## config.mk

```make
export PLATFORM = sky130hd
export DESIGN_NAME = uart_slave
export DESIGN_NICKNAME = d
export VERILOG_FILES = /design/src/logic/uart_slave_pkg.sv /design/src/logic/control_decoder.sv /design/src/logic/write_forwarder.sv /design/src/logic/read_returner.sv /design/src/logic/uart_slave.sv
export VERILOG_INCLUDE_DIRS = /design/src /design/src/logic
export SDC_FILE = /design/constraint.sdc
export NUM_CORES = 1
export LEC_CHECK = 0
export BUFFER_PORTS_ARGS = -buffer_cell sky130_fd_sc_hd__buf_2
export CAP_MARGIN = 20
export CORE_MARGIN = 4
export CORE_UTILIZATION = 45
export DETAILED_ROUTE_END_ITERATION = 7
export PLACE_DENSITY = 0.71
export SLEW_MARGIN = 20
export SYNTH_ARGS = -nofsm -noshare
export SYNTH_HDL_FRONTEND = slang
export SYNTH_SLANG_ARGS = --single-unit
```

## constraint.sdc

```tcl
create_clock -name clk -period 3.4 [get_ports clk]
set_input_delay 0.34 -clock clk [delete_from_list [all_inputs] [get_ports clk]]
set_output_delay 0.34 -clock clk [all_outputs]
set_load 0.005 [all_outputs]
```

## src/logic/uart_slave_consts.svh

```systemverilog
`ifndef UART_SLAVE_CONSTS_SVH
`define UART_SLAVE_CONSTS_SVH

// word carried on every UART link and on the serial master lines
`define UART_DATA_WIDTH        32

// control frame layout: code bits, slave id, read/write bit
`define UART_ID_WIDTH          2
`define UART_CODE_WIDTH        3
`define UART_FRAME_LEN         6

// status nibble streamed ahead of a read word
`define UART_STATUS_BITS       4

// reply wait per send, in clock cycles
`define UART_ACK_TIMEOUT       64

// extra sends after the first one
`define UART_RETRANSMIT_TIMES  3

// reply codes, zero-extended to a full word on the links
`define UART_ACK_CODE          8'hCC
`define UART_NAK_CODE          8'hAA

`endif

```

## src/logic/uart_slave_pkg.sv

```systemverilog
`default_nettype none

`include "uart_slave_consts.svh"

package uart_slave_pkg;

    // one data word on any link
    typedef logic [`UART_DATA_WIDTH-1:0] word_t;

    // request toward a UART transmitter
    typedef struct packed {
        logic  start;
        word_t data;
    } tx_req_t;

    // word handed over by a UART receiver
    typedef struct packed {
        logic  done;
        word_t data;
    } rx_in_t;

    // session opened by the control decoder
    typedef struct packed {
        logic active;
        logic is_write;
    } session_t;

    // outcome of a write, valid for one cycle
    typedef struct packed {
        logic valid;
        logic acked;
    } write_status_t;

    typedef enum logic [`UART_CODE_WIDTH-1:0] {
        ABORT = 3'b100,
        START = 3'b111
    } frame_code_e;

    typedef enum logic [1:0] {IDLE, FRAME, SESSION} decoder_state_e;
    typedef enum logic [1:0] {SHIFT, SEND, WAIT_REPLY} write_state_e;
    typedef enum logic [1:0] {WAIT_DATA, SEND_ACK, STREAM} read_state_e;

endpackage

`default_nettype wire

```

## src/logic/control_decoder.sv

```systemverilog
`default_nettype none
`timescale 1ns/100ps

`include "uart_slave_consts.svh"

module control_decoder
    import uart_slave_pkg::*;
#(
    parameter int unsigned SLAVE_ID = 1
) (
    input  logic     clk,
    input  logic     rstN,
    input  logic     control,
    input  logic     write_done,
    input  logic     read_done,
    output session_t session
);

    localparam int unsigned FRAME_LEN = `UART_FRAME_LEN;
    localparam int unsigned CODE_W    = `UART_CODE_WIDTH;
    localparam int unsigned ID_W      = `UART_ID_WIDTH;
    localparam int unsigned CNT_W     = $clog2(FRAME_LEN);

    decoder_state_e         state;
    logic [FRAME_LEN-2:0]   frame_q;
    logic [FRAME_LEN-1:0]   frame_next;
    logic [CNT_W-1:0]       bit_cnt;
    logic                   is_write_q;
    frame_code_e            code;
    logic [ID_W-1:0]        frame_id;
    logic                   id_match;

    // frame as it stands once the current control bit is in
    assign frame_next = {frame_q, control};
    assign code       = frame_code_e'(frame_next[FRAME_LEN-1 -: CODE_W]);
    assign frame_id   = frame_next[1 +: ID_W];
    assign id_match   = (frame_id == ID_W'(SLAVE_ID));

    always_ff @(posedge clk or negedge rstN) begin
        if (!rstN) begin
            state      <= IDLE;
            frame_q    <= '0;
            bit_cnt    <= '0;
            is_write_q <= 1'b0;
        end else begin
            case (state)
                IDLE: begin
                    // first high bit is the first code bit
                    if (control) begin
                        frame_q <= frame_next[FRAME_LEN-2:0];
                        bit_cnt <= CNT_W'(1);
                        state   <= FRAME;
                    end
                end
                FRAME: begin
                    frame_q <= frame_next[FRAME_LEN-2:0];
                    if (bit_cnt == CNT_W'(FRAME_LEN - 1)) begin
                        bit_cnt <= '0;
                        case (code)
                            START: begin
                                if (id_match) begin
                                    is_write_q <= frame_next[0];
                                    state      <= SESSION;
                                end else begin
                                    state <= IDLE;
                                end
                            end
                            default: state <= IDLE;
                        endcase
                    end else begin
                        bit_cnt <= bit_cnt + 1'b1;
                    end
                end
                SESSION: begin
                    // a new frame drops the session and is decoded from its first bit
                    if (control) begin
                        frame_q <= frame_next[FRAME_LEN-2:0];
                        bit_cnt <= CNT_W'(1);
                        state   <= FRAME;
                    end else if (write_done || read_done) begin
                        state <= IDLE;
                    end
                end
                default: state <= IDLE;
            endcase
        end
    end

    assign session = '{active: (state == SESSION), is_write: is_write_q};

endmodule

`default_nettype wire

```

## src/logic/write_forwarder.sv

```systemverilog
`default_nettype none
`timescale 1ns/100ps

`include "uart_slave_consts.svh"

module write_forwarder
    import uart_slave_pkg::*;
(
    input  logic          clk,
    input  logic          rstN,
    input  session_t      session,
    input  logic          wd,
    input  logic          valid,
    output tx_req_t       send_tx,
    input  logic          send_tx_ready,
    input  rx_in_t        send_rx,
    output logic          write_done,
    output write_status_t write_status
);

    localparam int unsigned W         = `UART_DATA_WIDTH;
    localparam int unsigned BIT_CNT_W = $clog2(W);
    localparam int unsigned TIMEOUT   = `UART_ACK_TIMEOUT;
    localparam int unsigned TIMER_W   = $clog2(TIMEOUT);
    localparam int unsigned MAX_SENDS = 1 + `UART_RETRANSMIT_TIMES;
    localparam int unsigned SENDS_W   = $clog2(MAX_SENDS + 1);
    localparam word_t       ACK_WORD  = word_t'(`UART_ACK_CODE);

    write_state_e         state;
    logic [BIT_CNT_W-1:0] bit_cnt;
    logic [TIMER_W-1:0]   timer;
    logic [SENDS_W-1:0]   sends;
    word_t                shift_q;
    word_t                word_q;
    logic                 busy;
    logic                 shift_en;
    logic                 tx_start;

    // nothing moves once the result is out, until the session closes
    assign busy     = session.active && session.is_write && !write_done;
    assign shift_en = busy && (state == SHIFT) && valid;
    assign tx_start = busy && (state == SEND) && send_tx_ready;

    // msb first, one bit per valid cycle
    always_ff @(posedge clk) begin
        if (shift_en) begin
            shift_q <= {shift_q[W-2:0], wd};
        end
    end

    always_ff @(posedge clk or negedge rstN) begin
        if (!rstN) begin
            state        <= SHIFT;
            bit_cnt      <= '0;
            timer        <= '0;
            sends        <= '0;
            word_q       <= '0;
            write_done   <= 1'b0;
            write_status <= '0;
        end else begin
            write_done         <= 1'b0;
            write_status.valid <= 1'b0;
            if (tx_start) begin
                word_q <= shift_q;
            end
            if (!(session.active && session.is_write)) begin
                state   <= SHIFT;
                bit_cnt <= '0;
                timer   <= '0;
                sends   <= '0;
            end else if (busy) begin
                case (state)
                    SHIFT: begin
                        if (valid) begin
                            if (bit_cnt == BIT_CNT_W'(W - 1)) begin
                                state <= SEND;
                            end else begin
                                bit_cnt <= bit_cnt + 1'b1;
                            end
                        end
                    end
                    SEND: begin
                        if (send_tx_ready) begin
                            timer <= '0;
                            sends <= sends + 1'b1;
                            state <= WAIT_REPLY;
                        end
                    end
                    WAIT_REPLY: begin
                        if (send_rx.done) begin
                            write_done         <= 1'b1;
                            write_status.valid <= 1'b1;
                            write_status.acked <= (send_rx.data == ACK_WORD);
                            state              <= SHIFT;
                        end else if (timer == TIMER_W'(TIMEOUT - 1)) begin
                            // out of retries counts as nak
                            if (sends == SENDS_W'(MAX_SENDS)) begin
                                write_done         <= 1'b1;
                                write_status.valid <= 1'b1;
                                write_status.acked <= 1'b0;
                                state              <= SHIFT;
                            end else begin
                                state <= SEND;
                            end
                        end else begin
                            timer <= timer + 1'b1;
                        end
                    end
                    default: state <= SHIFT;
                endcase
            end
        end
    end

    // new word appears together with its start, then held
    assign send_tx = '{start: tx_start, data: tx_start ? shift_q : word_q};

endmodule

`default_nettype wire

```

## src/logic/read_returner.sv

```systemverilog
`default_nettype none
`timescale 1ns/100ps

`include "uart_slave_consts.svh"

module read_returner
    import uart_slave_pkg::*;
(
    input  logic          clk,
    input  logic          rstN,
    input  session_t      session,
    input  write_status_t write_status,
    input  rx_in_t        get_rx,
    output tx_req_t       get_tx,
    input  logic          get_tx_ready,
    output logic          ready,
    output logic          rd,
    output logic          read_done
);

    localparam int unsigned W           = `UART_DATA_WIDTH;
    localparam int unsigned STATUS_BITS = `UART_STATUS_BITS;
    localparam int unsigned STREAM_LEN  = STATUS_BITS + W;
    localparam int unsigned CNT_W       = $clog2(STREAM_LEN);
    localparam logic [7:0]  ACK_CODE    = `UART_ACK_CODE;
    localparam logic [7:0]  NAK_CODE    = `UART_NAK_CODE;
    localparam word_t       ACK_WORD    = word_t'(`UART_ACK_CODE);

    read_state_e            state;
    logic [STATUS_BITS-1:0] status_q;
    logic [STREAM_LEN-1:0]  stream_q;
    logic [CNT_W-1:0]       bit_cnt;
    logic                   rd_active;
    logic                   busy;
    logic                   capture;
    logic                   streaming;
    logic                   tx_start;

    assign rd_active = session.active && !session.is_write;
    assign busy      = rd_active && !read_done;
    assign capture   = busy && (state == WAIT_DATA) && get_rx.done;
    assign streaming = busy && (state == STREAM);
    assign tx_start  = busy && (state == SEND_ACK) && get_tx_ready;

    // upper nibble of the last write's reply code
    always_ff @(posedge clk or negedge rstN) begin
        if (!rstN) begin
            status_q <= '0;
        end else if (write_status.valid) begin
            status_q <= write_status.acked ? ACK_CODE[7 -: STATUS_BITS]
                                           : NAK_CODE[7 -: STATUS_BITS];
        end
    end

    // status then word, shifted out msb first
    always_ff @(posedge clk) begin
        if (capture) begin
            stream_q <= {status_q, get_rx.data};
        end else if (streaming) begin
            stream_q <= {stream_q[STREAM_LEN-2:0], 1'b0};
        end
    end

    always_ff @(posedge clk or negedge rstN) begin
        if (!rstN) begin
            state     <= WAIT_DATA;
            bit_cnt   <= '0;
            read_done <= 1'b0;
        end else begin
            read_done <= 1'b0;
            if (!rd_active) begin
                state   <= WAIT_DATA;
                bit_cnt <= '0;
            end else if (busy) begin
                case (state)
                    WAIT_DATA: begin
                        if (get_rx.done) begin
                            state <= SEND_ACK;
                        end
                    end
                    SEND_ACK: begin
                        if (get_tx_ready) begin
                            bit_cnt <= '0;
                            state   <= STREAM;
                        end
                    end
                    STREAM: begin
                        if (bit_cnt == CNT_W'(STREAM_LEN - 1)) begin
                            read_done <= 1'b1;
                            state     <= WAIT_DATA;
                        end else begin
                            bit_cnt <= bit_cnt + 1'b1;
                        end
                    end
                    default: state <= WAIT_DATA;
                endcase
            end
        end
    end

    // low through a read session except while bits go out
    assign ready  = !rd_active || streaming;
    assign rd     = streaming && stream_q[STREAM_LEN-1];
    assign get_tx = '{start: tx_start, data: ACK_WORD};

endmodule

`default_nettype wire

```

## src/logic/uart_slave.sv

```systemverilog
`default_nettype none
`timescale 1ns/100ps

module uart_slave
    import uart_slave_pkg::*;
#(
    parameter int unsigned SLAVE_ID = 1
) (
    input  logic    clk,
    input  logic    rstN,

    // serial lines to the master
    input  logic    control,
    input  logic    wd,
    input  logic    valid,
    output logic    ready,
    output logic    rd,

    // upstream neighbor, read path
    input  rx_in_t  get_rx,
    output tx_req_t get_tx,
    input  logic    get_tx_ready,

    // downstream neighbor, write path
    input  rx_in_t  send_rx,
    output tx_req_t send_tx,
    input  logic    send_tx_ready
);

    session_t      session;
    write_status_t write_status;
    logic          write_done;
    logic          read_done;

    control_decoder #(
        .SLAVE_ID (SLAVE_ID)
    ) u_control_decoder (
        .clk        (clk),
        .rstN       (rstN),
        .control    (control),
        .write_done (write_done),
        .read_done  (read_done),
        .session    (session)
    );

    write_forwarder u_write_forwarder (
        .clk           (clk),
        .rstN          (rstN),
        .session       (session),
        .wd            (wd),
        .valid         (valid),
        .send_tx       (send_tx),
        .send_tx_ready (send_tx_ready),
        .send_rx       (send_rx),
        .write_done    (write_done),
        .write_status  (write_status)
    );

    // status from the write side feeds the next read
    read_returner u_read_returner (
        .clk          (clk),
        .rstN         (rstN),
        .session      (session),
        .write_status (write_status),
        .get_rx       (get_rx),
        .get_tx       (get_tx),
        .get_tx_ready (get_tx_ready),
        .ready        (ready),
        .rd           (rd),
        .read_done    (read_done)
    );

endmodule

`default_nettype wire

```

* Word-level counts from Yosys, hierarchy flattened
Cells that the tools add are included.
Storage, ports and cells: bits in registers 143, bits of input ports 73, output and inout bits 68, logic and storage cells 165
Operators by class: $add $sub $neg 5, equality and inequality tests 37, mux-type cells 67, reductions and logical operators 38
Operators by type and width (number):
- $mux 36 | 2
- $mux 6 | 9
- $mux 2 | 24
- $ne 3x3->1 const B | 12
- $eq 32x8->1 const B | 1
- $mux 32 | 1
- $mux 5 | 6
- $pmux 6 s2 | 2
- $mux 3 | 7
- $pmux 2 s3 | 3
- $reduce_and 4->1 | 4
- $reduce_and 5->1 | 3
- $logic_and 1x1->1 | 14
- $ne 2x2->1 const B | 7
- $add 6x1->6 const B | 2
- $eq 6x6->1 const B | 2
- $mux 1 | 11
- $pmux 5 s2 | 1
- $eq 3x3->1 const B | 3
- $eq 2x1->1 const B | 4
- $reduce_bool 2->1 | 4
- $add 3x1->3 const B | 2
- $eq 2x2->1 const B | 3
- $logic_not 2->1 | 3
- other kinds (10) | 17

* Logic depth before layout (Yosys ltp)
Gate-level depths: netlist of run 1.
word-level depth 7, depth in mapped cells 8, mapped depth without buffers 7

* Cells and area by module
From an unflattened synthesis of run 1, not the netlist that was laid out.
Second synthesis, totals: cells, all modules 448, area, all modules 6381.1 um^2
By module, submodules not included:
- write_forwarder | instances 1, cells each 213, area an instance 3246.9 um^2, sequential area each 2212.1 um^2
- read_returner | instances 1, cells each 188, area an instance 2583.7 um^2, sequential area each 1381.3 um^2
- control_decoder | instances 1, cells each 47, area an instance 550.5 um^2, sequential area each 275.3 um^2

* Worst setup path after synthesis of run 1
Ideal clock, no wire load.
path type reg2reg, start register u_control_decoder.state[0], end register u_write_forwarder.shift_q[0], enable pin, setup time 0.461 ns, data arrival time 3.141 ns, data required time 2.939 ns, setup slack -0.202 ns, stages on the path, launching flop included 4, path buffers 1, period minus slack after synthesis 3.602 ns, cells stage by stage dfrtp_1 nand3b_1 clkbuf_1 nor3_1
Between the ends: word-level cells in the longest chain between the ends 5
Ends and longest elaborated chain:
- start, declared | line control_decoder.sv:24 | decoder_state_e state;
- start signal, assigned | line control_decoder.sv:41 | state <= IDLE;
- start signal, assigned | line control_decoder.sv:52 | state <= FRAME;
- start signal, assigned | line control_decoder.sv:63 | state <= SESSION;
- $eq 2x2->1 | line control_decoder.sv:89 | assign session = '{active: (state == SESSION), is_write: is_write_q};
- $logic_and 1x1->1 (2 in a row) | line write_forwarder.sv:40 | assign busy = session.active && session.is_write && !write_done;
- $logic_and 1x1->1 (2 in a row) | line write_forwarder.sv:41 | assign shift_en = busy && (state == SHIFT) && valid;
- named net u_write_forwarder.shift_en | line write_forwarder.sv:36 | logic shift_en;
- end signal, assigned | line write_forwarder.sv:47 | shift_q <= {shift_q[W-2:0], wd};
- end, declared | line write_forwarder.sv:33 | word_t shift_q;
The timed path passes the listed nets, and every way through them passes these cells. A chain may end at the register's enable or synchronous reset.

==> results of run 1 <==
per-stage QoR:
stage	setup WS [ns]	hold slack, ns
5_1_grt	0.470	0.0793
4_1_cts	0.618	0.0801
2_1_floorplan	0.749	0.0444
3_5_place_dp	0.709	0.432
3_3_place_gp	0.780	0.423
6_report	0.645	0.101
cells in the mapped netlist (3+ instances only):
cell type	n
sky130_fd_sc_hd__a21o_1	3
sky130_fd_sc_hd__a21oi_1	12
sky130_fd_sc_hd__a31oi_1	9
sky130_fd_sc_hd__and3_1	5
sky130_fd_sc_hd__buf_12	4
sky130_fd_sc_hd__buf_2	3
sky130_fd_sc_hd__buf_4	35
sky130_fd_sc_hd__clkbuf_1	7
sky130_fd_sc_hd__dfrtp_1	73
sky130_fd_sc_hd__edfxtp_1	68
sky130_fd_sc_hd__ha_1	13
sky130_fd_sc_hd__inv_1	15
sky130_fd_sc_hd__mux2_2	46
sky130_fd_sc_hd__mux2_4	27
sky130_fd_sc_hd__mux2i_1	6
sky130_fd_sc_hd__nand2_1	18
sky130_fd_sc_hd__nand2b_1	6
sky130_fd_sc_hd__nand3_1	14
sky130_fd_sc_hd__nand3b_1	5
sky130_fd_sc_hd__nand4_1	7
sky130_fd_sc_hd__nor2_1	16
sky130_fd_sc_hd__nor2b_1	4
sky130_fd_sc_hd__nor3_1	7
sky130_fd_sc_hd__nor4_1	5
sky130_fd_sc_hd__nor4b_1	4
sky130_fd_sc_hd__o21ai_0	8
sky130_fd_sc_hd__or2_2	3
sky130_fd_sc_hd__or3_1	3
sky130_fd_sc_hd__or4_1	3
sky130_fd_sc_hd__xnor2_1	3
sky130_fd_sc_hd__xor2_1	3
cell families after synthesis:
group                      after synthesis
other                                    2
and+or+nand+nor                        111
DFF                                    141
buffers and inverters                   65
xor gates and xnor gates                 6
AOI/OAI and AO/OA                       47
muxes                                   79
adders and majority gates               13
metal layers:
metal | global-route usage (%) | vias to the layer above | wire [um]
met5 | 0 | - | 7
met4 | 4.93 | 2 | 125
met3 | 5.92 | 9 | 776
met2 | 23.6 | 117 | 5500
met1 | 19.4 | 1930 | 5290
li1 | - | 1866 | -
worst register-to-register path: cells and delay by family, from the launching register on:
kind / cells / cell delay [ns]
buffers and inverters: 1 / 0.36
DFF: 1 / 0.48
muxes: 1 / 0.37
and+or+nand+nor: 3 / 1.23
registers in the layout, summed over array words and instances (netlist names):
| signal | cells |
|---|---|
| u_write_forwarder.word_q | 32 |
| u_read_returner.bit_cnt | 6 |
| u_read_returner.status_q | 3 |
| u_write_forwarder.sends | 3 |
| u_read_returner.read_done | 1 |
| u_write_forwarder.bit_cnt | 5 |
| u_read_returner.stream_q | 36 |
| u_write_forwarder.write_done | 1 |
| u_write_forwarder.state | 2 |
| u_write_forwarder.shift_q | 32 |
| u_control_decoder.state | 2 |
| u_write_forwarder.write_status | 1 |
| u_control_decoder.is_write_q | 1 |
| u_control_decoder.frame_q | 5 |
| u_control_decoder.bit_cnt | 3 |
| u_write_forwarder.timer | 6 |
| u_read_returner.state | 2 |
how the worst min path moves through the flow:
stage / end / depth (start not counted) / start / slack (ns)
finish: u_write_forwarder.shift_q[0] / 1 / wd / 0.10
global route: u_write_forwarder.shift_q[0] / 1 / wd / 0.08
CTS: u_write_forwarder.shift_q[0] / 1 / wd / 0.08
detailed placement: u_write_forwarder.shift_q[18] / 0 / u_write_forwarder.shift_q[17] / 0.43
global placement: u_write_forwarder.shift_q[28] / 0 / u_write_forwarder.shift_q[27] / 0.42
floorplan: u_control_decoder.bit_cnt[0] / 0 / rstN / 0.04
power by group:
group / leakage (nW) / switching, mW / internal [mW]
sequential: 1.61 / 0.0953 / 1.94
combinational: 1.49 / 0.220 / 0.192
clock: 0.287 / 0.681 / 1.14
total: 3.38 / 0.996 / 3.27
layout by cell type (no fill, tap or decap), types with 3 or more instances in the layout:
cell	instances
sky130_fd_sc_hd__buf_2	107
sky130_fd_sc_hd__dfrtp_1	73
sky130_fd_sc_hd__edfxtp_1	68
sky130_fd_sc_hd__mux2_2	46
sky130_fd_sc_hd__conb_1	32
sky130_fd_sc_hd__mux2_4	27
sky130_fd_sc_hd__nand2_1	18
sky130_fd_sc_hd__clkbuf_16	17
sky130_fd_sc_hd__inv_1	15
sky130_fd_sc_hd__nor2_1	15
sky130_fd_sc_hd__nand3_1	14
sky130_fd_sc_hd__ha_1	13
sky130_fd_sc_hd__a21oi_1	12
sky130_fd_sc_hd__a31oi_1	9
sky130_fd_sc_hd__o21ai_0	8
sky130_fd_sc_hd__buf_4	8
sky130_fd_sc_hd__nand4_1	7
sky130_fd_sc_hd__nor3_1	6
sky130_fd_sc_hd__nand2b_1	6
sky130_fd_sc_hd__mux2i_1	6
sky130_fd_sc_hd__nand3b_1	5
sky130_fd_sc_hd__and3_1	5
sky130_fd_sc_hd__nor4_1	5
sky130_fd_sc_hd__nor2b_1	4
sky130_fd_sc_hd__nor4b_1	4
sky130_fd_sc_hd__a21o_1	3
sky130_fd_sc_hd__or2_2	3
sky130_fd_sc_hd__or4_1	3
sky130_fd_sc_hd__xor2_1	3
sky130_fd_sc_hd__xnor2_1	3
sky130_fd_sc_hd__or3_1	3
sky130_fd_sc_hd__clkinv_2	3
sky130_fd_sc_hd__clkbuf_8	3
what timing repair did:
action                                  in CTS  in global routing
endpoints found under the setup margin       0                  0
hold buffers                                 0                  1
gates resized for setup                      0                  0
hold endpoints to repair                     0                 10
area by class of cell:
class	instances	area [um^2]
fillers	1144	6370
inverters	15	56.3
clock buffers	22	474
well taps	180	225
clock inverters	10	114
multi-input cells	288	2270
repair buffers	116	606
flip-flops and latches	141	3870
==> results summary, run 1 <==
The number of antenna diodes is 0. The sum of net half-perimeters after detailed placement is 8180 um. The register area share after synthesis is 59.9%. The count of placed standard cells in the final layout, fillers left out is 772. After synthesis, the share of flip-flops with an asynchronous set or reset is between 50% and 60%. STA classifies the critical path endpoint as an output port. The placer congestion estimate is 0.822.

Of all cell types, the one taking the most synthesized area is sky130_fd_sc_hd__edfxtp_1. The worst-case vdd ir drop is 0.000324 V. After layout, the minimum clock period comes to 2.75 ns. The top flip-flop cell by instance count after synthesis is sky130_fd_sc_hd__dfrtp_1. The leakage component of the power came out at 3.38 nW. The number of placement rows is 43. The number of global-route vias before repair was 4020. The cell area power density came out at ~560 nW/um^2. After detailed routing, the number of remaining DRC violations is 0.

The worst reg-to-reg path cell count is 5. Among all stages on the critical path, the largest delay is contributed by sky130_fd_sc_hd__dfrtp_1. The data arrival time of the critical path came out at roughly 2.4 ns. The data required time at the worst endpoint came out at 3.06 ns.

The number of CTS-inserted buffers came out at 17. The relative area change from synthesis to final layout is 17.8%. The number of hold-slack violations in the final timing report was 0. In this design, the critical path's most frequently occurring cell is sky130_fd_sc_hd__buf_4. The number of H-tree levels is 4. The initial core utilization is 46.2%. The path class of the tightest hold or removal check is in -> reg.

The post-detailed-routing wire length is ~12000 um. The total via count in the routed design came out at 3924. The signal on the critical path passes through nand3b_1 > buf_4 > nor2_2 > buf_4 > mux2_2 > buf_2. The simple-gate share of the synthesized area came out at 9.81%. The floorplan die area is between 15000 and 20000 um^2. The area share of the largest cell type after synthesis came out at 31.6%.

After synthesis, the largest family of logic cells by area is multiplexers. The iteration count of the initial detailed-routing pass is 5. The endpoint of the most critical register-to-register path is u_read_returner.stream_q[18]. The buffers inserted during post-CTS setup optimization is 0. On the final layout, the worst clock skew is 0.00515 ns. The critical path starts at u_control_decoder.state[0]. The number of DRC markers after the initial detailed-route iteration is about 110.

The final number of max-transition violations is 0. The y dimension of the die is ~130 um. Setup repair after global routing left no endpoint under its margin. The startpoint identified for the worst register-to-register timing path is u_control_decoder.state[0]. The maximum number of buffers from clock root to sink came out at 2. The share of cells above drive strength 1 is 38.2%. The utilization after layout is 54.4%. The total non-filler cell area in the finished layout is 7610 um^2. The pin count of the biggest net entering global routing came out at 50. The cell family contributing the most delay on the critical path is buffers and inverters.

For the pin with the worst max-slew slack, the measured transition is about 1.0 ns. The critical path in this run is classified as reg -> out. The clock tree root driver cell is sky130_fd_sc_hd__clkbuf_16. Yosys mapped a number of flops with a built-in enable equal to 68.

The run finished with clean final reports. The combined global-route utilization of all metal layers came out at 15.1%. The overall power came out at 4.27 mW. The wire length of the first global-routing pass came out at 19500 um. Of all nets on the critical path, the largest fanout is 33. The initial antenna violation count is 1.

Once placement completed, the tool counted placed cells totaling 739. In this run the horizontal extent of the chip is approximately 130 um. In the routed layout, each cell is associated on average with a via count of 5.08. The netlist area before placement came out at 6460 um^2.

The total I/O pin count came out at about 140. The mean post-synth cell area is 13.9 um^2. The later-pin clock latency in the skew report is 0.41 ns. The aggregate global routing overflow is 0. In this run the number of cells on the critical path is 6. The fraction of the mapped netlist area in adder cells is between 2 and 3%. After detailed placement, the total cell area comes to 7010 um^2.

The sum of negative setup slack is 0 ns. The number of sinks on the clock net came out at 141. The final setup violation count is 0. Summing the areas of all xor and xnor instances in the mapped netlist gives 0.813% of the synthesized area. For this run, the top clock speed supported by timing is 363 MHz. In the final routed layout, each cell accounts on average for 15.2 um. The synthesized netlist cell count came out at 464. The headroom to the max-slew limit came out at 32.4%. The fraction of synthesized area in multiplexers came out at 15.2%. The count of distinct cell types in the synthesized netlist came out at 53. The clock transition at the register clock pins on the worst setup and hold paths after CTS is 0.06 ns.

The area of the core region came out at ~14000 um^2. The tool flagged a number of max-cap violations equal to 0. The sort of element at the start of the critical path is a flop.

The number of nets with antenna violations after detailed routing came out at 0. The most critical setup path has its endpoint at send_tx[25]. TritonCTS built the clock tree. By area the synthesized netlist is led by sky130_fd_sc_hd__edfxtp_1 32%, sky130_fd_sc_hd__dfrtp_1 28%, sky130_fd_sc_hd__mux2_2 8.0%. At the end of the flow, the number of nets in the layout was about 670. The worst stage delay on the critical path is 0.48 ns.

The setup slack on the worst flop-to-flop path came out at between 0.7 and 0.8 ns. The worst path buffer plus inverter count came out at 3. The register bit count reported by yosys is around 140. The number of warnings issued by yosys is 0.

The final cycle utilization of the critical path is about four fifths. The synthesized-area fraction occupied by ao, oa, aoi and oai cells is under 10%. The number of buffer cells added on primary ports is 108.
Power figures use the tool's default switching activity.
==> run 2, diff against run 1 <==
PLACE_DENSITY = 0.68   (was 0.71)
clock period = 2.7 ns   (was 3.4 ns; I/O delays follow)
==> results summary, run 2 (same netlist as run 1, synthesis figures left out) <==
The initial antenna violation count is 0. The final setup violation count is 0. The number of placement rows came out at 43. Counting both buffers and inverters, the worst setup path holds a total of 3. The first global-routing pass estimated 19800 um of wire.

Setup repair after global routing left no endpoint under its margin. The per-cell routed wire length is 15.8 um. The fill cell total of the finished layout is 1151. The worst register-to-register path has a setup slack of 0.41 ns. The final hold slack is about 0.029 ns. The number of remaining DRC errors came out at 0. The critical path is of the reg -> out type. The number of sinks on the clock net came out at between 100 and 150.

The data required time at the worst endpoint is approximately 2.4 ns. The aggregate global routing overflow is 0. The post-detailed-routing wire length is 12200 um. Entering global routing, the biggest net connects 43 pins.

Clock latency on the worst-skew pair, taken at its later pin, is 0.42 ns. The tool flagged a number of max-cap violations equal to 0. The cell sitting at the root of the clock tree is a sky130_fd_sc_hd__clkbuf_16. The final cycle utilization of the critical path is between 90% and 100%.

The commonest non-fill, non-tap cell in the layout is sky130_fd_sc_hd__buf_2. The worst stage delay on the critical path is a little over 0.4 ns. The placement-stage worst setup slack came out at 0.427 ns. The maximum number of buffers from clock root to sink is 2.

Of all nets on the critical path, the largest fanout is 33. During placement, the flow inserted port buffers numbering between 100 and 150. The final worst-path setup slack is 0.153 ns. The area after detailed placement came out at roughly 7100 um^2. The sum of net half-perimeters after detailed placement came out at 8530 um. For this design the static power due to leakage is roughly 3.4 nW. For the worst setup path, the data arrival time is approximately 2.3 ns. The placer congestion estimate came out at 0.765. The total via count in the routed design came out at about 3900.

In the final timing run, aggregate negative setup slack is 0 ns. The largest clock skew in the final design is 0.0110 ns. The share of cells above drive strength 1 is between 30% and 40%. The register area is 3870 um^2. The iteration count of the initial detailed-routing pass is 5.

The number of antenna diodes is 0. The number of global-route vias before repair was slightly above 4000. TritonCTS built the clock tree.

The multi-input combinational cell area came out at 2270 um^2. The initial core utilization is between 40% and 50%. The clock power share is 41.8%.

The net count of the finished layout is 669. The worst setup path is captured at an output port. The total non-filler cell area in the finished layout is ~7700 um^2. The worst-case vdd ir drop came out at 0.000467 V. The area of the core region came out at around 14000 um^2. Dividing total power by cell area gives a power density of 694 nW/um^2. The flow ran to the end, and the final reports show no timing, DRC or antenna violations. The worst min-delay path class is in -> reg. The relative area change from synthesis to final layout came out at 18.6%. In the final layout, the registers with the most flip-flops are u_read_returner.stream_q: 36 flops, u_write_forwarder.shift_q: 32 flops, u_write_forwarder.word_q: 32 flops. The overall die width is between 100 and 150 um.

The final number of max-transition violations came to 0. The floorplan die area is 16300 um^2. The switching power came out at 1.35 mW. The sort of element at the start of the critical path is a flop. 141 I/O pins were placed. The number of flip-flops in the largest register came out at 36. From bottom edge to top edge, the die measures 128 um. The signal on the critical path passes through inv_1 > ha_1 > nand3b_1 > nor2_2 > buf_12 > mux2_2 > buf_2. On the critical path, the stage with the largest delay is an instance of sky130_fd_sc_hd__dfrtp_1. The portion of total power attributed to sequential cells came out at 48.3%. The slew at the pin closest to its max-slew limit is 0.769 ns. The maximum clock frequency came out at 393 MHz.

The time the worst path needs with I/O delays and setup is between 2 and 3 ns. Combinational cells account for 10.0% of the total power. The top cell types in the final layout, fill and taps aside, are 108 x sky130_fd_sc_hd__buf_2, 73 x sky130_fd_sc_hd__dfrtp_1, 68 x sky130_fd_sc_hd__edfxtp_1, 46 x sky130_fd_sc_hd__mux2_2, 32 x sky130_fd_sc_hd__conb_1. Buffers inserted to repair hold after CTS numbered 1.

Buffers added to address setup during post-CTS repair amount to 0. The headroom to the max-slew limit came out at 48.7%. The combined global-route utilization of all metal layers came out at 15.5%. The post-cts resize count is 0. The number of hold-slack violations in the final timing report is 0. The post-detailed-route via-to-cell ratio is 5.08. The number of CTS-inserted buffers is 17. The switching share of total power is between 20% and 30%. Ranked by flip-flop count, first place goes to u_read_returner.stream_q. The overall power came out at 5.32 mW. Among cell families on the critical path, the largest total delay comes from buffers and inverters. For this block, the initial DRC count from the detailed router was 212. The number of nets with antenna violations after detailed routing is 0. The number of H-tree levels came out at 4. Clock-pin slew was measured on the worst setup and hold paths at approximately 0.060 ns. The internal power of the cells totals 3.97 mW.
==> run 2: final timing paths <==
path / start / cells after the start / end
max reg2reg: u_control_decoder.state[0] / 5 / u_read_returner.stream_q[18]
max in group asynchronous: rstN / 3 / u_write_forwarder.word_q[16]
min: wd / 1 / u_write_forwarder.shift_q[0]
min reg2reg: u_write_forwarder.shift_q[24] / 0 / u_write_forwarder.shift_q[25]
max: u_write_forwarder.state[1] / 7 / send_tx[1]
min in group asynchronous: rstN / 2 / u_write_forwarder.word_q[10]
==> run 2: cell type report <==
cell class,instances,area share [%]
flip-flops and latches,141,50.5
clock inverters,14,1.73
repair buffers,120,8.91
multi-input cells,288,29.6
clock buffers,18,5.60
well taps,180,2.94
inverters,15,0.735
==> run 2: worst reg2reg max path: stages (launching register included) <==
cell	delay (ns)
sky130_fd_sc_hd__dfrtp_1	0.48
sky130_fd_sc_hd__or3b_1	0.49
sky130_fd_sc_hd__nor2_4	0.14
sky130_fd_sc_hd__and3_4	0.38
sky130_fd_sc_hd__buf_12	0.20
sky130_fd_sc_hd__mux2_2	0.34
==> run 2: power by group through the flow <==
stage | registers (mW) | logic [mW] | clock network (mW)
final | 2.57 | 0.530 | 2.22
after global routing | 2.59 | 0.599 | 2.37
after floorplan | 2.55 | 0.433 | 0
after detailed placement | 2.60 | 0.538 | 0
after CTS | 2.57 | 0.539 | 2.28
after global placement | 2.59 | 0.520 | 0
==> run 2: routing by layer <==
layer	wire [um]	GRT usage, %
met2	5900	24.7
met3	739	4.71
met1	5390	20.1
met5	0	0
met4	213	5.56
==> run 2: through the flow <==
stage | util (%) | instances
after floorplan | - | 494
after global placement | 50.7 | 743
after detailed placement | 50.7 | 743
after CTS | 54.8 | 776
after global routing | 54.8 | 776
final | 54.8 | 776
==> run 3, diff against run 2 <==
CTS_BUF_LIST = sky130_fd_sc_hd__clkbuf_8 sky130_fd_sc_hd__clkbuf_16   (was unset)
GPL_TIMING_DRIVEN = 0   (was unset)
==> results summary, run 3 (same netlist as run 1, synthesis figures left out) <==
The register area is 3870 um^2. The aggregate global routing overflow came out at 0. The number of antenna diodes came out at 0. After the first detailed-routing iteration, the DRC count stood at between 300 and 400. Max-cap violations in this run came to 0. The tree built by TritonCTS fans out to 141 sinks. For the worst-skew pair, the clock arrives at the later sink with an insertion delay of 0.41 ns. The final worst-path setup slack came out at 0.154 ns.

The clock power share is approximately two fifths. The iteration count of the initial detailed-routing pass is 4. The worst path buffer plus inverter count is 3.

The pin count of the biggest net entering global routing is 49. Setup repair after global routing left no endpoint under its margin. Across all register-to-register paths, the minimum setup slack is 0.32 ns. The worst pin sits at a relative slew slack of 60.5%.

The final number of max-transition violations is 0. The initial antenna violation count came out at 0. The maximum fanout encountered on the critical timing path came out at 10. The signal on the critical path passes through inv_1 > ha_1 > nand3b_1 > nor2_4 > buf_4 > mux2_2 > buf_2.

The number of nets in the finished design came out at 714. 141 I/O pins were placed. The final cycle utilization of the critical path is between 90% and 100%. The launch point of the worst hold path is wd.

The worst register-to-register path ends at u_read_returner.stream_q[30]. The worst register-to-register path begins at u_control_decoder.state[1]. The maximum clock frequency is around 390 MHz. The sum of negative setup slack is 0 ns.

The post-detailed-routing wire length came out at 12200 um. The cell area power density came out at approximately 660 nW/um^2. The number of nets with antenna violations after detailed routing is 0.

On the worst path, the slowest cell contributes a delay of 0.39 ns. The area of the core region is 14000 um^2. The worst min-delay path class is in -> reg. The layout has 1168 filler cells. The cell depth of the worst hold path is 1. The number of global-route vias before repair is 4153.

The analysis attributes to net switching a power of roughly 1.3 mW. Data arrives at the worst endpoint at 2.28 ns. In the layout the commonest cells are 107 x sky130_fd_sc_hd__buf_2, 72 x sky130_fd_sc_hd__dfrtp_1, 68 x sky130_fd_sc_hd__edfxtp_1, 46 x sky130_fd_sc_hd__mux2_2, 43 x sky130_fd_sc_hd__buf_4. The slowest stage of the critical path is the sky130_fd_sc_hd__dfrtp_1 cell. The clock passes through at most 2 buffers.

The switching share of total power came out at 24.1%. For this design the static power due to leakage is 3.63 nW. The endpoint of the worst hold path is u_write_forwarder.shift_q[0].

The portion of total power attributed to combinational logic came out at 11.9%. The placer congestion estimate is 0.769. The worst-case vdd ir drop came out at 0.000510 V.

At the pin with the least slew margin, the transition time is 0.588 ns. The sum of net half-perimeters after detailed placement came out at 8710 um. The number of CTS-inserted buffers is 17. The worst setup path is of the reg -> out kind.

The internal power is roughly 4.0 mW. The worst setup path is launched from a flop. The time the worst path needs with I/O delays and setup came out at about 2.5 ns. The overall die width came out at 128 um.

The die covers 16300 um^2. The y dimension of the die came out at 128 um. The type of element capturing the critical path is an output port. The flow ran to the end, and the final reports show no timing, DRC or antenna violations. The library cell used most frequently in the layout, excluding fill and tap cells, is sky130_fd_sc_hd__buf_2. The register ranked first by flip-flop count is u_read_returner.stream_q. The register with the most flip-flops in the layout has 36 of them.

The largest registers in the layout are u_read_returner.stream_q: 36 flops, u_write_forwarder.shift_q: 32 flops, u_write_forwarder.word_q: 32 flops. The multi-input combinational cell area came out at 2280 um^2. TritonCTS built the clock tree. The total via count in the routed design is 4127. For this configuration, the core starts out at a cell density of 46.2%.

The placement-stage worst setup slack came out at -0.114 ns. The final setup violation count came out at 0. The post-detailed-route via-to-cell ratio is 5.03. The largest clock skew in the final design is 0.00722 ns.

Of the total power, registers draw between 40% and 50%. The worst reg-to-reg path cell count came out at 8. The data required time at the worst endpoint came out at 2.43 ns. The number of hold-slack violations in the final timing report came out at 0. The clock transition at the register clock pins on the worst setup and hold paths after CTS came out at 0.05 ns. The number of remaining DRC errors came out at 0. The cell sitting at the root of the clock tree is a sky130_fd_sc_hd__clkbuf_16. The number of H-tree levels is 4. The first global-routing pass estimated 19600 um of wire. The share of cells above drive strength 1 is 42.1%.

The number of placement rows came out at 43. The number of buffer cells added on primary ports is 108. Grouping stages by cell kind, the critical path spends the most delay in buffers and inverters.

Compared with the post-synthesis result, the final layout area differs by 24.0%. The combined global-route utilization of all metal layers is approximately 15%. The per-cell routed wire length is about 15 um.
## run 3: cell types whose count changed in the layout (fill, tap and decap cells not counted), sizes merged
cell / delta
clkinv: +5
buf: +39
inv: -1
clkinvlp: -4
clkbuf: +6
## run 3: cell type report
| cell class | instances | area share, % |
|---|---|---|
| Tap cell | 180 | 2.81 |
| Timing Repair Buffer | 116 | 7.94 |
| Clock buffer | 18 | 5.48 |
| Multi-Input combinational cell | 288 | 28.5 |
| Clock inverter | 14 | 1.34 |
| Inverter | 15 | 0.702 |
| Buffer | 49 | 4.98 |
| Sequential cell | 141 | 48.3 |
## run 3: repair_timing
| action | 4_1_cts | 5_1_grt |
|---|---|---|
| hold endpoints to repair | 25 | 0 |
| pin swaps | 0 | 1 |
| hold buffers | 1 | 0 |
| gates resized for setup | 5 | 2 |
| buffers inserted | 1 | 3 |
| setup endpoints to repair | 33 | 43 |
## run 3: worst max-delay path by stage
stage	startpoint	end	slack (ns)	cells after the start
floorplan	u_control_decoder.state[1]	u_read_returner.stream_q[0]	0.05	8
global placement	u_control_decoder.state[1]	u_write_forwarder.shift_q[29]	-0.69	4
detailed placement	u_write_forwarder.write_done	send_tx[20]	-0.11	6
CTS	u_control_decoder.state[1]	u_read_returner.stream_q[16]	0.02	8
global route	u_write_forwarder.state[1]	send_tx[1]	0.02	7
finish	u_write_forwarder.state[1]	send_tx[20]	0.15	7
## run 3: worst reg2reg max path, delay by kind of cell, from the launching register on
kind / cells / cell delay (ns)
DFF: 1 / 0.32
AOI/OAI and AO/OA: 1 / 0.38
buffers and inverters: 4 / 0.58
and+or+nand+nor: 3 / 0.72
## run 3: routing by layer
| metal | vias to the layer above | part of all wire [%] | wire, um | GRT usage, % |
|---|---|---|---|---|
| li1 | 1960 | - | - | - |
| met2 | 145 | 48 | 5880 | 24.1 |
| met3 | 21 | 6.7 | 814 | 4.42 |
| met5 | - | 0 | 0 | 0 |
| met1 | 2001 | 44 | 5350 | 19.6 |
| met4 | 0 | 1.4 | 171 | 5.81 |
## run 3: stage by stage
step	util [%]	cell area [um^2]	hold slack, ns	total power, mW	instances
after detailed placement	53.0	7410	0.218	3.20	785
final	57.3	8020	0.0442	5.30	821
after floorplan	-	6580	-0.0256	2.98	494
after CTS	57.1	7990	0.0277	5.36	818
after global routing	57.3	8020	0.0266	5.56	821
after global placement	52.5	7350	0.424	3.15	782
## run 3: power groups by stage
stage	combinational, mW	sequential (mW)	clock [mW]
6_report	0.629	2.53	2.13
5_1_grt	0.707	2.55	2.29
4_1_cts	0.634	2.53	2.19
3_5_place_dp	0.627	2.57	0
3_3_place_gp	0.576	2.57	0
2_1_floorplan	0.433	2.55	0
